**src/hw/exec_defines.svh**
```systemverilog
`ifndef EXEC_DEFINES_SVH
`define EXEC_DEFINES_SVH

// Number of instructions issued to the execute slice per cycle.
// Lane 0 always holds the oldest instruction of the group
`define NUM_LANES 2

// Data path width of the ALUs and the write ports
`define XLEN 32

`endif

```
**src/hw/exec_pkg.sv**
```systemverilog
`include "exec_defines.svh"

package exec_pkg;

    // ALU operations as encoded by decode
    typedef enum logic [3:0] {
        ALU_ADD  = 4'd0,
        ALU_ADDU = 4'd1,
        ALU_SUB  = 4'd2,
        ALU_SUBU = 4'd3,
        ALU_AND  = 4'd4,
        ALU_OR   = 4'd5,
        ALU_XOR  = 4'd6,
        ALU_NOR  = 4'd7,
        ALU_SLT  = 4'd8,
        ALU_SLTU = 4'd9,
        ALU_SLL  = 4'd10,
        ALU_SRL  = 4'd11,
        ALU_SRA  = 4'd12,
        ALU_LUI  = 4'd13
    } alu_op_e;

    typedef struct packed {
        logic [5:0]  op;
        logic [4:0]  rs;
        logic [4:0]  rt;
        logic [4:0]  rd;
        logic [4:0]  shamt;
        logic [5:0]  funct;
    } inst_r_t;

    typedef struct packed {
        logic [5:0]  op;
        logic [4:0]  rs;
        logic [4:0]  rt;
        logic [15:0] imm;
    } inst_i_t;

    // The same instruction word seen as R-type or as I-type
    typedef union packed {
        inst_r_t r;
        inst_i_t i;
    } inst_word_u;

    typedef struct packed {
        logic             valid;
        logic [31:0]      pc;
        inst_word_u       inst;
        logic [`XLEN-1:0] rs_value;
        logic [`XLEN-1:0] rt_value;
        alu_op_e          aluop;
        logic             alu_selb;
        logic             reg_wen;
        logic [4:0]       reg_waddr;
    } issue_lane_t;

    typedef struct packed {
        logic             valid;
        logic [31:0]      pc;
        logic [`XLEN-1:0] result;
        logic             reg_wen;
        logic [4:0]       reg_waddr;
        logic             overflow;
    } exec_result_t;

    typedef struct packed {
        logic             wen;
        logic [4:0]       waddr;
        logic [`XLEN-1:0] wdata;
    } wb_port_t;

    typedef struct packed {
        logic        valid;
        logic [31:0] epc;
    } except_t;

endpackage

```
**src/hw/id_ex_reg.sv**
```systemverilog
`include "exec_defines.svh"

module id_ex_reg
    import exec_pkg::*;
(
    input  logic                  clk,
    input  logic                  reset,
    input  logic [`NUM_LANES-1:0] ena,
    input  logic [`NUM_LANES-1:0] clear,
    input  issue_lane_t           issue_in [`NUM_LANES],
    output issue_lane_t           issue_q  [`NUM_LANES]
);

    // Per-lane decisions for the coming edge
    logic [`NUM_LANES-1:0] lane_flush;
    logic [`NUM_LANES-1:0] lane_load;

    // Clear takes priority over enable
    assign lane_flush = clear | {`NUM_LANES{reset}};
    assign lane_load  = ena & ~lane_flush;

    generate
        for (genvar g = 0; g < `NUM_LANES; g++) begin : g_lane
            always_ff @(posedge clk) begin
                if (lane_flush[g]) begin
                    issue_q[g] <= '0;
                end else if (lane_load[g]) begin
                    issue_q[g] <= issue_in[g];
                end else begin
                    // A stalled lane keeps its fields but becomes a bubble,
                    // so the held instruction cannot retire a second time
                    issue_q[g].valid <= 1'b0;
                end
            end
        end
    endgenerate

endmodule

```
**src/hw/alu_lane.sv**
```systemverilog
`include "exec_defines.svh"

module alu_lane
    import exec_pkg::*;
(
    input  issue_lane_t  lane,
    output exec_result_t result
);

    logic [`XLEN-1:0] op_a;
    logic [`XLEN-1:0] op_b;
    logic [`XLEN-1:0] imm_ext;
    logic [`XLEN-1:0] sum;
    logic [`XLEN-1:0] diff;
    logic [`XLEN-1:0] alu_out;
    logic [4:0]       shamt;
    logic [15:0]      imm;
    logic             zero_ext;
    logic             add_ovf;
    logic             sub_ovf;

    // Both views of the same word are decoded here
    assign imm   = lane.inst.i.imm;
    assign shamt = lane.inst.r.shamt;

    // Logical immediates (andi, ori, xori) are zero extended
    assign zero_ext = (lane.aluop == ALU_AND) || (lane.aluop == ALU_OR) ||
                      (lane.aluop == ALU_XOR) || (lane.aluop == ALU_NOR);

    assign imm_ext = zero_ext ? {{(`XLEN-16){1'b0}}, imm}
                              : {{(`XLEN-16){imm[15]}}, imm};

    assign op_a = lane.rs_value;
    assign op_b = lane.alu_selb ? imm_ext : lane.rt_value;

    assign sum  = op_a + op_b;
    assign diff = op_a - op_b;

    // Signed overflow: operands agree in sign but the result does not
    assign add_ovf = (op_a[`XLEN-1] == op_b[`XLEN-1]) &&
                     (sum[`XLEN-1] != op_a[`XLEN-1]);
    assign sub_ovf = (op_a[`XLEN-1] != op_b[`XLEN-1]) &&
                     (diff[`XLEN-1] != op_a[`XLEN-1]);

    always_comb begin
        case (lane.aluop)
            ALU_ADD, ALU_ADDU: alu_out = sum;
            ALU_SUB, ALU_SUBU: alu_out = diff;
            ALU_AND:           alu_out = op_a & op_b;
            ALU_OR:            alu_out = op_a | op_b;
            ALU_XOR:           alu_out = op_a ^ op_b;
            ALU_NOR:           alu_out = ~(op_a | op_b);
            ALU_SLT: begin
                alu_out = {{(`XLEN-1){1'b0}}, ($signed(op_a) < $signed(op_b))};
            end
            ALU_SLTU: begin
                alu_out = {{(`XLEN-1){1'b0}}, (op_a < op_b)};
            end
            // Shifts act on operand B, the amount comes from shamt
            ALU_SLL:           alu_out = op_b << shamt;
            ALU_SRL:           alu_out = op_b >> shamt;
            ALU_SRA:           alu_out = $signed(op_b) >>> shamt;
            ALU_LUI:           alu_out = `XLEN'(imm) << 16;
            default:           alu_out = '0;
        endcase
    end

    always_comb begin
        result.valid     = lane.valid;
        result.pc        = lane.pc;
        result.result    = alu_out;
        result.reg_wen   = lane.reg_wen;
        result.reg_waddr = lane.reg_waddr;
        // Only the trapping forms raise overflow; addu and subu wrap silently
        result.overflow  = ((lane.aluop == ALU_ADD) && add_ovf) ||
                           ((lane.aluop == ALU_SUB) && sub_ovf);
    end

endmodule

```
**src/hw/retire_stage.sv**
```systemverilog
`include "exec_defines.svh"

module retire_stage
    import exec_pkg::*;
(
    input  logic         clk,
    input  logic         reset,
    input  exec_result_t results [`NUM_LANES],
    output wb_port_t     wb      [`NUM_LANES],
    output except_t      except_out
);

    logic [`NUM_LANES-1:0] lane_writes;
    wb_port_t              wb_next [`NUM_LANES];
    except_t               except_next;

    // A lane may write if it is live, targets a real register and did not overflow
    always_comb begin
        for (int i = 0; i < `NUM_LANES; i++) begin
            lane_writes[i] = results[i].valid && results[i].reg_wen &&
                             (results[i].reg_waddr != 5'd0) && !results[i].overflow;
        end
    end

    // The youngest writer of a register wins, older writes to it are dropped
    always_comb begin
        for (int i = 0; i < `NUM_LANES; i++) begin
            wb_next[i].wen   = lane_writes[i];
            wb_next[i].waddr = results[i].reg_waddr;
            wb_next[i].wdata = results[i].result;
            for (int j = i + 1; j < `NUM_LANES; j++) begin
                if (lane_writes[j] && (results[j].reg_waddr == results[i].reg_waddr)) begin
                    wb_next[i].wen = 1'b0;
                end
            end
        end
    end

    // Walk from youngest to oldest so the oldest overflowing lane sets epc
    always_comb begin
        except_next = '0;
        for (int i = `NUM_LANES - 1; i >= 0; i--) begin
            if (results[i].valid && results[i].overflow) begin
                except_next.valid = 1'b1;
                except_next.epc   = results[i].pc;
            end
        end
    end

    always_ff @(posedge clk) begin
        if (reset) begin
            for (int i = 0; i < `NUM_LANES; i++) begin
                wb[i].wen <= 1'b0;
            end
            except_out.valid <= 1'b0;
        end else begin
            wb         <= wb_next;
            except_out <= except_next;
        end
    end

endmodule

```
**src/hw/dual_issue_exec.sv**
```systemverilog
`include "exec_defines.svh"

module dual_issue_exec
    import exec_pkg::*;
(
    input  logic                  clk,
    input  logic                  reset,
    input  logic [`NUM_LANES-1:0] ena,
    input  logic [`NUM_LANES-1:0] clear,
    input  issue_lane_t           issue_in [`NUM_LANES],
    output wb_port_t              wb       [`NUM_LANES],
    output except_t               except_out
);

    issue_lane_t  issue_q [`NUM_LANES];
    exec_result_t results [`NUM_LANES];

    id_ex_reg i_id_ex_reg (
        .clk      (clk),
        .reset    (reset),
        .ena      (ena),
        .clear    (clear),
        .issue_in (issue_in),
        .issue_q  (issue_q)
    );

    // One ALU per issue lane
    generate
        for (genvar g = 0; g < `NUM_LANES; g++) begin : g_alu
            alu_lane i_alu_lane (
                .lane   (issue_q[g]),
                .result (results[g])
            );
        end
    endgenerate

    retire_stage i_retire_stage (
        .clk        (clk),
        .reset      (reset),
        .results    (results),
        .wb         (wb),
        .except_out (except_out)
    );

endmodule

```
**config.mk**
```make
export PLATFORM = sky130hd
export DESIGN_NAME = dual_issue_exec
export DESIGN_NICKNAME = d
export VERILOG_FILES = /design/src/hw/exec_pkg.sv /design/src/hw/id_ex_reg.sv /design/src/hw/alu_lane.sv /design/src/hw/retire_stage.sv /design/src/hw/dual_issue_exec.sv
export VERILOG_INCLUDE_DIRS = /design/src /design/src/hw
export SDC_FILE = /design/constraint.sdc
export NUM_CORES = 2
export LEC_CHECK = 0
export BUFFER_PORTS_ARGS = -buffer_cell sky130_fd_sc_hd__buf_2
export CAP_MARGIN = 20
export CORE_MARGIN = 4
export CORE_UTILIZATION = 35
export DETAILED_ROUTE_END_ITERATION = 7
export GPL_TIMING_DRIVEN = 0
export HOLD_SLACK_MARGIN = 0.15
export SKIP_LAST_GASP = 1
export SLEW_MARGIN = 20
export SYNTH_ARGS = -nofsm -noshare
export SYNTH_HDL_FRONTEND = slang
export SYNTH_SLANG_ARGS = --single-unit
```
**constraint.sdc**
```tcl
create_clock -name clk -period 5.2 [get_ports clk]
set_clock_uncertainty 0.15 [all_clocks]
set_input_delay 0.78 -clock clk [delete_from_list [all_inputs] [get_ports clk]]
set_output_delay 0.78 -clock clk [all_outputs]
set_load 0.05 [all_outputs]
```
[After elaboration in Yosys (flattened, before gate mapping)]
Cells that the tools add are included.
Word-level totals
  output and inout bits: 109
  bits in registers: 357
Cells by class
  reduce and logical (&&, ||, !) cells: 38
  add/subtract/negate cells: 4
  bitwise operators: 13
  order comparisons: 4
  equality and inequality tests: 35
  shift operators: 6
  muxes and demuxes: 8
Operators with widths (number)
  $pmux 32 s12: 2
  $lt 32x32->1: 4
  $mux 32: 4
  $mux 33: 2
  $add 32x32->32: 2
  $and 32x32->32: 2
  $not 32->32: 2
  $or 32x32->32: 2
  $shl 32x5->32: 2
  $shr 32x5->32: 2
  $sshr 32x5->32: 2
  $sub 32x32->32: 2
  $xor 32x32->32: 2
  $eq 4x4->1 const B: 12
  $eq 4x3->1 const B: 8
  $logic_and 1x1->1: 17
  $eq 4x2->1 const B: 4
  $reduce_or 2->1: 7
  $reduce_bool 5->1: 2
  $eq 4x1->1 const B: 2
  $logic_not 4->1: 2
  $logic_or 1x1->1: 8
  $ne 1x1->1: 6
  $eq 5x5->1: 1
  other kinds (6): 9

[Logic depth before layout (Yosys ltp)]
  word-level depth: 15
  mapped depth: 19
  gate-level depth less buffers: 15

[Hierarchy]
Synthesis repeated with hierarchy kept, for this count alone.
Second synthesis, totals
  cell total of the unflattened synthesis: 4159
  area, all modules: 34217.8 µm²
Modules (own cells, without submodules)
  alu_lane (g_alu[0].i_alu_lane): cells an instance 1551, area each 10380.0 µm², times used 1
  alu_lane (g_alu[1].i_alu_lane): cells an instance 1533, area each 10123.5 µm², times used 1
  id_ex_reg: cells an instance 906, area each 9967.1 µm², times used 1
  retire_stage: cells an instance 169, area each 3747.3 µm², times used 1

[Worst setup path after synthesis]
OpenSTA, ideal clock, no wires.
  kind: flip-flop to flip-flop
  from: register, netlist name i_id_ex_reg.issue_q[146]
  to: register, netlist name i_retire_stage.wb[64]
  clock period less this slack: 4.394 ns
  setup slack: 0.806 ns
  buffers on the path: 2
  stages on the path, launching flop included: 17
  arrival: 3.987 ns
  path through: dfxtp_1 > clkbuf_1 > buf_2 > mux2i_1 > inv_1 > ha_1 > fa_1 > o21bai_1 > a2111oi_2 > o41ai_1 > a21oi_2 > o31ai_1 > nor4b_2 > or4b_1 > a41o_1 > xnor2_1 > a22o_1
Between the ends
  cells in the longest elaborated chain, start to end: 4
  elaborated cells on any way between the ends: 11
  classes of those cells: add/sub (2); shift (3); mux (2); bitwise (4)
RTL lines
  $mux 32 (*): line alu_lane.sv:34  | assign op_b = lane.alu_selb ? imm_ext : lane.rt_value;
  parallel branches: the longest is 2 deep, another holds $sub 32x32->32
  $pmux 32 s12 (*): line alu_lane.sv:46  | case (lane.aluop)
  via g_alu[0].i_alu_lane.alu_out[26]: line alu_lane.sv:15  | logic [`XLEN-1:0] alu_out;
Mark *: on every way through the listed nets, which the timed path passes.
A chain may end at the register's enable or synchronous reset.

[Worst setup path after layout]
  from: register, netlist name i_id_ex_reg.issue_q[146]
  to: register, netlist name i_retire_stage.wb[64]
Between the ends
  cells in the longest elaborated chain, start to end: 4
  elaborated cells on any way between the ends: 11
  classes of those cells: add/sub (2); shift (3); mux (2); bitwise (4)
RTL lines (line)
  $mux 32 (*): alu_lane.sv:34
  parallel branches: the longest is 2 deep, another holds $sub 32x32->32
  $pmux 32 s12 (*): alu_lane.sv:46
  via g_alu[0].i_alu_lane.alu_out[26]: alu_lane.sv:15
Marks and branches as above.

==> reports/metrics.json <==
{
  "status": "finished with violations",
  "violations": "negative setup slack",
  "gpl.final_weighted_congestion": 1.072,
  "synth-edff-count": 106,
  "die_h_um": 310.5,
  "start_util": 0.3542,
  "timing.critical_path.buf_inv": 2,
  "path_type_of_the_worst_setup_path": "reg2reg",
  "cts.sinks": 357,
  "grt_pass1_vias": 32980,
  "drt-pass1-iter-count": 7,
  "synth_cell_types": 97,
  "grtUsageTotal": 0.3362,
  "clockBufferDepth": 3,
  "layout.nets": 4939,
  "drt.antenna.violating_nets": 0,
  "avgRoutedWirePerCell_um": 29.73,
  "path_cells": "buf_4 -> mux2i_4 -> inv_1 -> ha_1 -> fa_1 -> a21oi_1 -> o21ai_0 -> a2111oi_2 -> nor4_1 -> nor3_2 -> o21ai_0 -> nor2b_1 -> a41o_1 -> xnor2_1 -> a22o_1",
  "detailroute.via_count": 35220,
  "std_cell_rows": 110,
  "tightestPinTransition_ns": 1.315,
  "yosys_register_bits": 357,
  "port_buffers": 360,
  "cp_slowest_stage_delay_ns": 0.59,
  "fillerInstances": 9400,
  "antenna_found_initial": 16,
  "maxCapViolations": 0,
  "most_common_cell_after_layout_fill_and_taps_aside": "sky130_fd_sc_hd__nor2_1",
  "clk_transition_reported_paths_ns": 0.07,
  "cellLeakagePower_nw": 15.58,
  "cpMaxStageDelayCell": "sky130_fd_sc_hd__a2111oi_2",
  "drv_slew": 0,
  "final_util": 0.4135,
  "drt_wl_total_um": 168700,
  "syn-cell-area_um2": 32030,
  "timing.critical_path.fanout_max": 10,
  "syn_nets": 4527,
  "drc": 0,
  "setup_viol": 2,
  "area_delta_synth_final_pct": 16.75,
  "synth_warnings": 0,
  "unrepaired_setup_endpoints_after_global_routing": "yes",
  "synth_ff_type": "sky130_fd_sc_hd__dfxtp_1",
  "family_with_the_most_delay_on_the_worst_path": "compound AO/OA/AOI/OAI gates",
  "layout_common_cells": "sky130_fd_sc_hd__nor2_1, sky130_fd_sc_hd__mux2i_1, sky130_fd_sc_hd__buf_2",
  "detail_route.vias_per_cell": 6.205,
  "synthesis.area_per_instance_um2": 7.923,
  "cp-end-kind": "register",
  "dpl.hpwl_um": 135100,
  "postSynth.asyncResetShare": 0,
  "grt_max_degree": 61,
  "achievable-frequency_mhz": 190.1,
  "period_share": 1.011,
  "die_area_um2": 96410,
  "drt_first_iter_violations": 4482,
  "power.density_nw_per_um2": 230.7,
  "cp_data_required_time_ns": 5.56,
  "yosysTopAreaCellShare": 0.1569,
  "critical_path_arrival_ns": 5.62,
  "max_slew_headroom": 0.1141,
  "post-synth-top-area-cell": "sky130_fd_sc_hd__dfxtp_1",
  "hold_violations_final": 0,
  "worstSkewPairLatency_ns": 0.67,
  "cts_root_buffer": "sky130_fd_sc_hd__clkbuf_16",
  "start_kind": "register",
  "cts_made_buffers": 44,
  "total_grt_overflow": 0,
  "die_w_um": 310.5,
  "cts_htree_levels": 2,
  "timing.critical_path.mode_cell": "sky130_fd_sc_hd__o21ai_0",
  "synth.yosys.seq_area_share": 0.2563,
  "cts_tree": "done",
  "synth_area_leaders": "sky130_fd_sc_hd__dfxtp_1, sky130_fd_sc_hd__mux2i_1, sky130_fd_sc_hd__edfxtp_1",
  "min_path_type": "in2reg",
  "number_of_top_level_design_ports": 395,
  "synth_cells": 4042,
  "ir_drop_worst_vdd_mv": 0.2195,
  "wire_length_of_the_first_global_routing_pass_um": 237500,
  "hold_slack_ns": 0.2066,
  "core_region_area_um2": 90420,
  "finalWorstPathRequiredPeriod_ns": 5.260,
  "drive_gt1_frac": 0.1530,
  "layout_setup_ws_ns": -0.05951
}
-- synth_stat cells, drive strengths merged (45+ instances only) --
cell type	number
ha	195
dfxtp	251
a21oi	277
buf	107
mux2i	429
clkbuf	216
o211ai	59
nand3	61
inv	212
a22o	48
a22oi	56
xnor2	106
nand2	318
a211oi	52
mux2	45
edfxtp	106
nor2	507
nor3	55
o21ai	323
-- final cells by class --
type,count,area (um2),share of cell area
buffer,315,1303,0.03484
sequential,357,8212,0.2196
multi-input combinational,3147,22080,0.5904
clock buffer,61,1300,0.03477
inverter,215,812.0,0.02172
tap,1176,1471,0.03935
antenna,10,25.02,0.0006693
timing repair buffer,374,1942,0.05194
clock inverter,21,249.0,0.006659
-- metal layers --
metal | track usage | vias to the layer above | part of all wire
met5 | 0 | - | 0.00046
met4 | 0.2073 | 12 | 0.074
met3 | 0.06718 | 496 | 0.099
met2 | 0.5125 | 2291 | 0.43
met1 | 0.4381 | 17020 | 0.40
li1 | - | 15400 | -
-- per-stage QoR --
stage | setup TNS [ns] | power [mW] | cell area [um2] | setup WS [ns] | instances
floorplan | 0 | 4.488 | 32030 | 0.8062 | 4042
global placement | -62.34 | 5.270 | 35300 | -1.539 | 5578
detailed placement | -57.60 | 5.265 | 35360 | -1.496 | 5581
CTS | -1.568 | 8.609 | 37130 | -0.07019 | 5664
global route | -0.02742 | 8.917 | 37370 | -0.02320 | 5668
finish | -0.06647 | 8.627 | 37390 | -0.05951 | 5676
-- sequential cells by signal, summed over array words and instances, names as in the netlist --
signal	flops
i_retire_stage.wb	76
i_id_ex_reg.issue_q	248
i_retire_stage.except_out	33
-- report_power, final --
part	switching (mW)	internal [mW]
Clock	1.42	1.88
Combinational	1.51	0.720
Sequential	0.101	3.00
-- repair_timing --
item | 4_1_cts | 5_1_grt
gates resized for setup | 45 | 60
hold buffers | 0 | 0
buffers inserted | 7 | 4
endpoints found under the setup margin | 71 | 44
pin swaps | 4 | 8
-- worst register-to-register path, cell delays in order (launching register included) --
cell and delay (ns):
sky130_fd_sc_hd__dfxtp_2 0.45, sky130_fd_sc_hd__buf_4 0.31, sky130_fd_sc_hd__mux2i_4 0.31, sky130_fd_sc_hd__inv_1 0.16, sky130_fd_sc_hd__ha_1 0.28, sky130_fd_sc_hd__fa_1 0.46, sky130_fd_sc_hd__a21oi_1 0.21, sky130_fd_sc_hd__o21ai_0 0.21
sky130_fd_sc_hd__a2111oi_2 0.59, sky130_fd_sc_hd__nor4_1 0.24, sky130_fd_sc_hd__nor3_2 0.42, sky130_fd_sc_hd__o21ai_0 0.27, sky130_fd_sc_hd__nor2b_1 0.19, sky130_fd_sc_hd__a41o_1 0.25, sky130_fd_sc_hd__xnor2_1 0.37, sky130_fd_sc_hd__a22o_1 0.25
-- cells by family (layout without fill, tap and decap cells) --
family	count (synthesis)	count (layout)	synth area share
fa+ha+maj	199	199	0.07868
buf+inv	538	986	0.06560
mux	500	500	0.1682
compound gates	1190	1190	0.2419
flops	357	357	0.2563
xor+xnor	123	123	0.03364
other cells	0	10	0
simple gates	1135	1135	0.1557
-- worst paths after layout --
check                           start  slack, ns  cells past startpoint                  endpoint
max          i_id_ex_reg.issue_q[146]      -0.06                     15     i_retire_stage.wb[64]
min                     issue_in[189]       0.21                      3  i_id_ex_reg.issue_q[189]
max reg2reg  i_id_ex_reg.issue_q[146]      -0.06                     15     i_retire_stage.wb[64]
min reg2reg  i_id_ex_reg.issue_q[132]       0.35                      2  i_id_ex_reg.issue_q[132]
Power figures use the tool's default switching activity.
